## config.mk

```make
export PLATFORM = sky130hd
export DESIGN_NAME = stage_fetch
export DESIGN_NICKNAME = d
export VERILOG_FILES = /design/src/source/fetch_pkg.sv /design/src/source/pc_gen.sv /design/src/source/priv_regs.sv /design/src/source/itlb.sv /design/src/source/icache.sv /design/src/source/stage_fetch.sv
export SDC_FILE = /design/constraint.sdc
export NUM_CORES = 2
export LEC_CHECK = 0
export BUFFER_PORTS_ARGS = -buffer_cell sky130_fd_sc_hd__buf_2
export CAP_MARGIN = 20
export CORE_ASPECT_RATIO = 1.1
export CORE_MARGIN = 1
export CORE_UTILIZATION = 55
export DETAILED_ROUTE_END_ITERATION = 10
export GPL_TIMING_DRIVEN = 0
export PLACE_DENSITY = 0.7
export SYNTH_ARGS = -nofsm -noshare
export SYNTH_HDL_FRONTEND = slang
export SYNTH_HIERARCHICAL = 1
export SYNTH_SLANG_ARGS = --single-unit
```

## constraint.sdc

```tcl
create_clock -name clk -period 15.2 [get_ports clk]
set_clock_uncertainty 0.1 [all_clocks]
set_input_delay 3.04 -clock clk [delete_from_list [all_inputs] [get_ports clk]]
set_output_delay 3.04 -clock clk [all_outputs]
set_load 0.05 [all_outputs]
```

## src/source/fetch_pkg.sv

```systemverilog
package fetch_pkg;

    // 4 KB pages
    localparam int PAGE_BITS = 12;

    typedef logic [31:0] addr_t;
    typedef logic [31:0] instr_t;

    // Page number and offset within a page
    typedef logic [31-PAGE_BITS:0] page_t;
    typedef logic [PAGE_BITS-1:0]  page_off_t;

    typedef enum logic [2:0] {
        EXC_NONE      = 3'd0,
        EXC_ITLB_MISS = 3'd1,
        EXC_DTLB_MISS = 3'd2,
        EXC_ILLEGAL   = 3'd3,
        EXC_RETURN    = 3'd4
    } exc_t;

    // PC generation to ITLB
    typedef struct packed {
        logic  valid;
        addr_t pc;
    } fetch_req_t;

    // ITLB stage register to icache
    typedef struct packed {
        logic  valid;
        addr_t vpc;
        addr_t paddr;
        exc_t  exc;
    } xlate_t;

    // Packet toward decode
    typedef struct packed {
        logic   valid;
        addr_t  pc;
        instr_t instr;
        exc_t   exc;
    } fetch_pkt_t;

    function automatic page_t page_num(addr_t a);
        return a[31:PAGE_BITS];
    endfunction

    function automatic page_off_t page_off(addr_t a);
        return a[PAGE_BITS-1:0];
    endfunction

endpackage

```

## src/source/pc_gen.sv

```systemverilog
`timescale 1ns/10ps
module pc_gen
    import fetch_pkg::*;
#(
    parameter addr_t INIT_ADDR     = 32'h1000,
    parameter int    FETCH_CREDITS = 4
) (
    input  logic       clk,
    input  logic       reset,
    input  logic       branch_taken,
    input  addr_t      new_pc,
    input  logic       trap_redirect,
    input  addr_t      trap_addr,
    input  logic       pc_write_disable,
    input  logic       dcache_stall,
    input  logic       busy,
    input  logic       credit_return,
    input  logic       delivered,
    output fetch_req_t req,
    output logic       flush,
    output addr_t      pc
);

    localparam int CNT_BITS = $clog2(FETCH_CREDITS + 1);

    logic [CNT_BITS-1:0] credits;
    logic [CNT_BITS-1:0] in_flight;
    logic                issue;

    // Either redirect kills everything younger than it
    assign flush = trap_redirect || branch_taken;

    // Outstanding packets never exceed the credits decode granted
    assign issue = (credits > in_flight) && !busy && !dcache_stall &&
                   !pc_write_disable && !flush;

    assign req.valid = issue;
    assign req.pc    = pc;

    always_ff @(posedge clk or posedge reset) begin
        if (reset) begin
            pc <= INIT_ADDR;
        end else if (trap_redirect) begin
            pc <= trap_addr;
        end else if (branch_taken) begin
            pc <= new_pc;
        end else if (issue) begin
            pc <= pc + 32'd4;
        end
    end

    always_ff @(posedge clk or posedge reset) begin
        if (reset) begin
            credits   <= CNT_BITS'(FETCH_CREDITS);
            in_flight <= '0;
        end else begin
            credits <= credits + CNT_BITS'(credit_return) - CNT_BITS'(delivered);
            if (flush) begin
                in_flight <= '0;
            end else begin
                in_flight <= in_flight + CNT_BITS'(issue) - CNT_BITS'(delivered);
            end
        end
    end

endmodule

```

## src/source/priv_regs.sv

```systemverilog
`timescale 1ns/10ps
module priv_regs
    import fetch_pkg::*;
#(
    parameter addr_t TRAP_ADDR = 32'h100
) (
    input  logic        clk,
    input  logic        reset,
    input  exc_t        rob_exc,
    input  addr_t       rob_fault_pc,
    input  addr_t       rob_fault_addr,
    input  logic        priv_write_enable,
    input  logic [2:0]  priv_rm_idx,
    input  logic [31:0] priv_write_data,
    output logic        trap_redirect,
    output addr_t       trap_addr,
    output logic        supervisor_mode,
    output logic [31:0] rm1
);

    // rm0 saved PC, rm1 fault address, rm2 cause
    logic [31:0] rm [8];

    assign rm1 = rm[1];

    always_ff @(posedge clk or posedge reset) begin
        if (reset) begin
            for (int i = 0; i < 8; i++) begin
                rm[i] <= '0;
            end
            supervisor_mode <= 1'b1;
            trap_redirect   <= 1'b0;
            trap_addr       <= TRAP_ADDR;
        end else begin
            trap_redirect <= 1'b0;
            if (rob_exc == EXC_RETURN) begin
                supervisor_mode <= 1'b0;
                trap_redirect   <= 1'b1;
                trap_addr       <= rm[0];
            end else if (rob_exc != EXC_NONE) begin
                rm[0]           <= rob_fault_pc;
                rm[1]           <= rob_fault_addr;
                rm[2]           <= 32'(rob_exc);
                supervisor_mode <= 1'b1;
                trap_redirect   <= 1'b1;
                trap_addr       <= TRAP_ADDR;
            end else if (priv_write_enable) begin
                // Software write, lower priority than a trap event
                rm[priv_rm_idx] <= priv_write_data;
            end
        end
    end

endmodule

```

## src/source/itlb.sv

```systemverilog
`timescale 1ns/10ps
module itlb
    import fetch_pkg::*;
#(
    parameter int TLB_ENTRIES = 8
) (
    input  logic       clk,
    input  logic       reset,
    input  logic       flush,
    input  logic       hold,
    input  logic       supervisor_mode,
    input  fetch_req_t req,
    input  logic       tlb_write_enable,
    input  addr_t      tlb_vaddr,
    input  addr_t      tlb_paddr,
    output xlate_t     xlate
);

    localparam int PTR_BITS = (TLB_ENTRIES > 1) ? $clog2(TLB_ENTRIES) : 1;

    logic [TLB_ENTRIES-1:0] entry_valid;
    page_t                  entry_vpn [TLB_ENTRIES];
    page_t                  entry_ppn [TLB_ENTRIES];
    logic [PTR_BITS-1:0]    victim;
    logic [PTR_BITS-1:0]    write_idx;
    logic                   write_match;
    logic                   lookup_hit;
    page_t                  lookup_ppn;
    addr_t                  paddr;
    exc_t                   exc;

    always_comb begin
        lookup_hit = 1'b0;
        lookup_ppn = '0;
        write_match = 1'b0;
        write_idx = victim;
        for (int i = 0; i < TLB_ENTRIES; i++) begin
            if (entry_valid[i] && entry_vpn[i] == page_num(req.pc)) begin
                lookup_hit = 1'b1;
                lookup_ppn = entry_ppn[i];
            end
            // Rewriting a page already present replaces it in place
            if (entry_valid[i] && entry_vpn[i] == page_num(tlb_vaddr)) begin
                write_match = 1'b1;
                write_idx = PTR_BITS'(i);
            end
        end
    end

    always_comb begin
        if (supervisor_mode) begin
            paddr = req.pc;
            exc = EXC_NONE;
        end else if (lookup_hit) begin
            paddr = {lookup_ppn, page_off(req.pc)};
            exc = EXC_NONE;
        end else begin
            paddr = '0;
            exc = EXC_ITLB_MISS;
        end
    end

    always_ff @(posedge clk or posedge reset) begin
        if (reset) begin
            entry_valid <= '0;
            victim      <= '0;
        end else if (tlb_write_enable) begin
            entry_valid[write_idx] <= 1'b1;
            if (!write_match) begin
                victim <= (victim == PTR_BITS'(TLB_ENTRIES - 1)) ? '0 : victim + PTR_BITS'(1);
            end
        end
    end

    always_ff @(posedge clk) begin
        if (tlb_write_enable) begin
            entry_vpn[write_idx] <= page_num(tlb_vaddr);
            entry_ppn[write_idx] <= page_num(tlb_paddr);
        end
    end

    // Stage register, frozen while the cache is busy
    always_ff @(posedge clk or posedge reset) begin
        if (reset) begin
            xlate <= '0;
        end else if (flush) begin
            xlate.valid <= 1'b0;
        end else if (!hold) begin
            xlate <= '{valid: req.valid, vpc: req.pc, paddr: paddr, exc: exc};
        end
    end

endmodule

```

## src/source/icache.sv

```systemverilog
`timescale 1ns/10ps
module icache
    import fetch_pkg::*;
#(
    parameter int LINE_BITS   = 128,
    parameter int CACHE_LINES = 16
) (
    input  logic                 clk,
    input  logic                 reset,
    input  logic                 flush,
    input  xlate_t               xlate,
    input  logic [LINE_BITS-1:0] mem_read_data,
    input  logic                 mem_ready,
    output fetch_pkt_t           fetch,
    output logic                 busy,
    output logic                 mem_read_en,
    output logic                 mem_write_en,
    output addr_t                mem_addr,
    output logic [LINE_BITS-1:0] mem_write_data
);

    localparam int OFF_BITS = $clog2(LINE_BITS / 8);
    localparam int IDX_BITS = $clog2(CACHE_LINES);
    localparam int TAG_BITS = 32 - OFF_BITS - IDX_BITS;

    typedef enum logic {
        CACHE_LOOKUP,
        CACHE_REFILL
    } cache_state_t;

    cache_state_t         state;
    logic [CACHE_LINES-1:0] line_valid;
    logic [TAG_BITS-1:0]  tags  [CACHE_LINES];
    logic [LINE_BITS-1:0] lines [CACHE_LINES];

    logic [IDX_BITS-1:0]  idx;
    logic [TAG_BITS-1:0]  tag;
    logic                 hit;
    logic                 lookup_miss;
    instr_t               hit_word;

    addr_t                refill_addr;
    addr_t                refill_pc;
    logic                 refill_live;
    logic [IDX_BITS-1:0]  refill_idx;
    instr_t               refill_word;

    assign idx = xlate.paddr[OFF_BITS +: IDX_BITS];
    assign tag = xlate.paddr[31 -: TAG_BITS];
    assign hit = line_valid[idx] && tags[idx] == tag;
    assign hit_word = lines[idx][{xlate.paddr[OFF_BITS-1:2], 5'b0} +: 32];

    // Exception packets bypass the lookup and never miss
    assign lookup_miss = state == CACHE_LOOKUP && xlate.valid &&
                         xlate.exc == EXC_NONE && !hit;

    // Released in the fill cycle so the ITLB stage can advance
    assign busy = (state == CACHE_REFILL && !mem_ready) || lookup_miss;

    assign refill_idx  = refill_addr[OFF_BITS +: IDX_BITS];
    assign refill_word = mem_read_data[{refill_addr[OFF_BITS-1:2], 5'b0} +: 32];

    assign mem_read_en    = state == CACHE_REFILL;
    assign mem_addr       = {refill_addr[31:OFF_BITS], OFF_BITS'(0)};
    assign mem_write_en   = 1'b0;
    assign mem_write_data = '0;

    always_ff @(posedge clk or posedge reset) begin
        if (reset) begin
            state       <= CACHE_LOOKUP;
            refill_live <= 1'b0;
            line_valid  <= '0;
            fetch       <= '0;
        end else begin
            case (state)
                CACHE_LOOKUP: begin
                    fetch.valid <= 1'b0;
                    if (xlate.valid && !flush) begin
                        if (xlate.exc != EXC_NONE) begin
                            fetch <= '{valid: 1'b1, pc: xlate.vpc, instr: '0, exc: xlate.exc};
                        end else if (hit) begin
                            fetch <= '{valid: 1'b1, pc: xlate.vpc, instr: hit_word,
                                       exc: EXC_NONE};
                        end else begin
                            state       <= CACHE_REFILL;
                            refill_live <= 1'b1;
                        end
                    end
                end
                CACHE_REFILL: begin
                    fetch.valid <= 1'b0;
                    // Flushed refill still lands in the array
                    if (flush) begin
                        refill_live <= 1'b0;
                    end
                    if (mem_ready) begin
                        line_valid[refill_idx] <= 1'b1;
                        state <= CACHE_LOOKUP;
                        fetch <= '{valid: refill_live && !flush, pc: refill_pc,
                                   instr: refill_word, exc: EXC_NONE};
                    end
                end
                default: state <= CACHE_LOOKUP;
            endcase
        end
    end

    always_ff @(posedge clk) begin
        if (lookup_miss) begin
            refill_addr <= xlate.paddr;
            refill_pc   <= xlate.vpc;
        end
        if (state == CACHE_REFILL && mem_ready) begin
            tags[refill_idx]  <= refill_addr[31 -: TAG_BITS];
            lines[refill_idx] <= mem_read_data;
        end
    end

endmodule

```

## src/source/stage_fetch.sv

```systemverilog
`timescale 1ns/10ps
module stage_fetch
    import fetch_pkg::*;
#(
    parameter addr_t INIT_ADDR     = 32'h1000,
    parameter addr_t TRAP_ADDR     = 32'h100,
    parameter int    FETCH_CREDITS = 4,
    parameter int    TLB_ENTRIES   = 8,
    parameter int    LINE_BITS     = 128,
    parameter int    CACHE_LINES   = 16
) (
    input  logic                 clk,
    input  logic                 reset,
    input  logic                 branch_taken,
    input  addr_t                new_pc,
    input  logic                 pc_write_disable,
    input  logic                 dcache_stall,
    input  logic                 credit_return,
    input  logic [LINE_BITS-1:0] mem_read_data,
    input  logic                 mem_ready,
    input  exc_t                 rob_exc,
    input  addr_t                rob_fault_pc,
    input  addr_t                rob_fault_addr,
    input  logic                 priv_write_enable,
    input  logic [2:0]           priv_rm_idx,
    input  logic [31:0]          priv_write_data,
    input  logic                 tlb_write_enable,
    input  addr_t                tlb_vaddr,
    input  addr_t                tlb_paddr,
    output fetch_pkt_t           fetch,
    output logic                 mem_read_en,
    output logic                 mem_write_en,
    output addr_t                mem_addr,
    output logic [LINE_BITS-1:0] mem_write_data,
    output logic [31:0]          rm1,
    output logic                 supervisor_mode
);

    fetch_req_t req;
    xlate_t     xlate;
    logic       flush;
    logic       busy;
    logic       trap_redirect;
    addr_t      trap_addr;

    pc_gen #(
        .INIT_ADDR    (INIT_ADDR),
        .FETCH_CREDITS(FETCH_CREDITS)
    ) u_pc_gen (
        .clk             (clk),
        .reset           (reset),
        .branch_taken    (branch_taken),
        .new_pc          (new_pc),
        .trap_redirect   (trap_redirect),
        .trap_addr       (trap_addr),
        .pc_write_disable(pc_write_disable),
        .dcache_stall    (dcache_stall),
        .busy            (busy),
        .credit_return   (credit_return),
        .delivered       (fetch.valid),
        .req             (req),
        .flush           (flush),
        .pc              ()
    );

    priv_regs #(
        .TRAP_ADDR(TRAP_ADDR)
    ) u_priv_regs (
        .clk              (clk),
        .reset            (reset),
        .rob_exc          (rob_exc),
        .rob_fault_pc     (rob_fault_pc),
        .rob_fault_addr   (rob_fault_addr),
        .priv_write_enable(priv_write_enable),
        .priv_rm_idx      (priv_rm_idx),
        .priv_write_data  (priv_write_data),
        .trap_redirect    (trap_redirect),
        .trap_addr        (trap_addr),
        .supervisor_mode  (supervisor_mode),
        .rm1              (rm1)
    );

    itlb #(
        .TLB_ENTRIES(TLB_ENTRIES)
    ) u_itlb (
        .clk             (clk),
        .reset           (reset),
        .flush           (flush),
        .hold            (busy),
        .supervisor_mode (supervisor_mode),
        .req             (req),
        .tlb_write_enable(tlb_write_enable),
        .tlb_vaddr       (tlb_vaddr),
        .tlb_paddr       (tlb_paddr),
        .xlate           (xlate)
    );

    icache #(
        .LINE_BITS  (LINE_BITS),
        .CACHE_LINES(CACHE_LINES)
    ) u_icache (
        .clk           (clk),
        .reset         (reset),
        .flush         (flush),
        .xlate         (xlate),
        .mem_read_data (mem_read_data),
        .mem_ready     (mem_ready),
        .fetch         (fetch),
        .busy          (busy),
        .mem_read_en   (mem_read_en),
        .mem_write_en  (mem_write_en),
        .mem_addr      (mem_addr),
        .mem_write_data(mem_write_data)
    );

endmodule

```

==> results_dict.tcl <==
set metrics [dict create \
    setup_viol 0 \
    yosys_warnings 6 \
    cp.arrival_ns 7.56 \
    globalRoute.totalOverflow 0 \
    wire_per_inst_um 33.9 \
    slew_headroom 0.150 \
    drc 0 \
    fin_crit_sh 0.451 \
    die_area_mm2 0.233 \
    htreeDepth 5 \
    r2r_end "u_pc_gen/in_flight[2]$_DFF_PP0_" \
    tns_ns 0 \
    core_area_mm2 0.229 \
    dr.pass1.iters 6 \
    rr_worst_depth 22 \
    status "finished, final reports clean" \
    drtIter0Drc 9836 \
    cts_tree "yes" \
    post_cts_buffers 0 \
    cts-root-buf "clkbuf_16" \
    cts_resized 0 \
    fp.dieH_um 506 \
    numPortBuffers 438 \
    final_cell_count_no_fill 11100 \
    start_kind "register" \
    maxSlewViolCount 0 \
    fill_cells 15500 \
    via_count 72700 \
    worst_pin_slew_ns 1.27 \
    crit_start "u_itlb/xlate[9]$_DFFE_PP0P_" \
    endpoint_kind "register" \
    syn_inst 6704 \
    hpwl_um 258000 \
    holdWs_ns 0.368 \
    grtUsageTotal 0.324 \
    multiInputGateArea_mm2 0.0317 \
    rr_startpoint "u_itlb/xlate[9]$_DFFE_PP0P_" \
    fin_nets 8141 \
    period_minus_slack_ns 6.85 \
    holdBufCountCts 0 \
    syn_area_mm2 0.127 \
    power.total_mw 19.4 \
    r2r_slack_ns 8.35 \
    io_pins 598 \
    clkTransAtPathRegs_ns 0.06 \
    start_util 0.555 \
    grt_pass1_vias 72500 \
    area_growth_pct 16.1 \
    placed_cells 10500 \
    worstPathRequired_ns 15.90 \
    gp_congestion 0.921 \
    antenna_found_initial 56 \
    worstSetupPathType "reg -> reg" \
    drive_gt1_frac 0.301 \
    grt_max_degree 64 \
    layout.area.seq_mm2 0.0919 \
    wl_um 377000 \
    die_x_um 460 \
    clk_latency_ns 0.96 \
    fmax_mhz 146 \
    cts.sinks 3111 \
    syn_avg_cell_area_um2 19.0 \
    numCtsBuffers 321 \
    peakVddDrop_uv 142 \
    cap_violations 0 \
    hold_path_class "reg -> reg" \
    grt_pass1_wl_um 530000 \
    power_density_mw_per_mm2 131 \
    hold_viol 0 \
    cp_max_fo 10 \
    detail-route-antenna-nets 0 \
    crit_end "u_pc_gen/in_flight[2]$_DFF_PP0_" \
    via_per_inst 6.53 \
    rsz0062_at_grt "false" \
    clock_path_buffers 4 \
    rows 184 \
    min_from "u_icache/line_valid[3]$_DFFE_PP0P_" \
    leakagePower_nw 49.0 \
]
==> worst max-delay path, cell delays in order (launching register included) <==
cell and delay [ns]:
dfrtp_1 0.55, buf_2 0.39, buf_4 0.33, buf_2 0.45
nor2_1 0.11, a221oi_1 0.44, a22oi_1 0.15, nor4_2 0.57
and4b_1 0.48, and4_4 0.40, o31ai_1 0.28, nor3_1 0.55
nand2_1 0.16, nor2_1 0.26, nand2_1 0.12, ha_1 0.30
inv_1 0.05, ha_1 0.13, inv_1 0.05, fa_1 0.40
xnor2_1 0.17, xnor2_1 0.14, nor2_1 0.06
==> routing by layer <==
layer  wire length (µm)  global-route usage  vias up  share of wire
li1                   -                   -    28900              -
met1             136000               0.435    38100           0.36
met2             181000               0.511     4775           0.48
met3              41500              0.0753      866           0.11
met4              17700               0.139       48          0.047
met5                300                   0        -        0.00080
==> cell usage in the layout, fill, tap and decap left out, types with 16 or more instances in the layout <==
cell type     n
nor4_1       44
nand3_1     169
o21ai_1      62
mux2_1       27
or2_2        24
nor2_4       20
diode_2      26
xnor2_1     240
xor2_1      130
dfrtp_1     293
o21ai_0      71
nor3_1       25
a31oi_1      66
buf_16       42
clkinv_1     50
buf_4       289
buf_8        25
clkbuf_8     19
buf_6        83
or3_1        16
o221ai_1     29
bufinv_16    17
o211ai_1     16
clkbuf_16   328
conb_1      135
clkbuf_1    209
nor2_1      151
a21oi_1     139
nand2_1     333
clkinv_2     50
mux4_2      743
mux2i_1     112
buf_2       592
edfxtp_1   2814
a22oi_1     115
inv_1        53
mux2_2       17
nand4_1      72
buf_12       81
a221o_1      42
==> how the worst min path moves through the flow <==
stage,endpoint,slack (ns),cells past startpoint
2_1_floorplan,u_icache/line_valid[12]$_DFFE_PP0P_,0.33,1
3_3_place_gp,u_icache/line_valid[12]$_DFFE_PP0P_,0.35,1
3_5_place_dp,u_icache/line_valid[12]$_DFFE_PP0P_,0.35,1
4_1_cts,u_icache/line_valid[3]$_DFFE_PP0P_,0.37,1
5_1_grt,u_icache/line_valid[10]$_DFFE_PP0P_,0.37,1
6_report,u_icache/line_valid[3]$_DFFE_PP0P_,0.37,1
==> where the power goes <==
part           leakage, nW  internal (mW)  total, mW  switching, mW
Sequential            28.8           9.51       9.67          0.158
Combinational         15.3          0.838       2.13           1.29
Clock                 4.87           4.34       7.58           3.23
Total                 49.0           14.7       19.4           4.68
==> metrics by stage <==
stage	utilization	cell area [µm²]	setup WS, ns
global route	0.644	148000	8.27
CTS	0.644	147000	8.39
floorplan	-	128000	0.211
finish	0.644	148000	8.35
detailed placement	0.600	137000	7.59
global placement	0.583	134000	-13.55
==> state kept, by name, summed over array words and instances (netlist names) <==
| register | flops |
|---|---|
| u_pc_gen/in_flight | 3 |
| u_priv_regs/trap_addr | 32 |
| u_icache/lines | 2048 |
| u_icache/line_valid | 16 |
| u_priv_regs/trap_redirect | 1 |
| u_icache/mem_read_en | 1 |
| u_itlb/entry_ppn | 160 |
| u_priv_regs/supervisor_mode | 1 |
| u_itlb/entry_valid | 8 |
| u_priv_regs/rm1 | 32 |
| u_priv_regs/rm | 32 |
| u_icache/fetch | 68 |
| u_itlb/entry_vpn | 160 |
| u_itlb/xlate | 64 |
| u_icache/refill_live | 1 |
| u_icache/refill_pc | 32 |
| u_icache/refill_addr | 30 |
| u_itlb/victim | 3 |
| u_pc_gen/credits | 3 |
| u_pc_gen/pc | 32 |
| u_icache/tags | 384 |
==> layout make-up <==
class	count	area share
diodes	26	0.000441
plain buffers	624	0.0265
clock buffers	424	0.0594
clock inverters	142	0.00807
inverters	60	0.00159
multi-input cells	3042	0.215
flip-flops and latches	3111	0.623
well taps	3069	0.0260
repair buffers	634	0.0398
(Power assumes the default switching activity.)
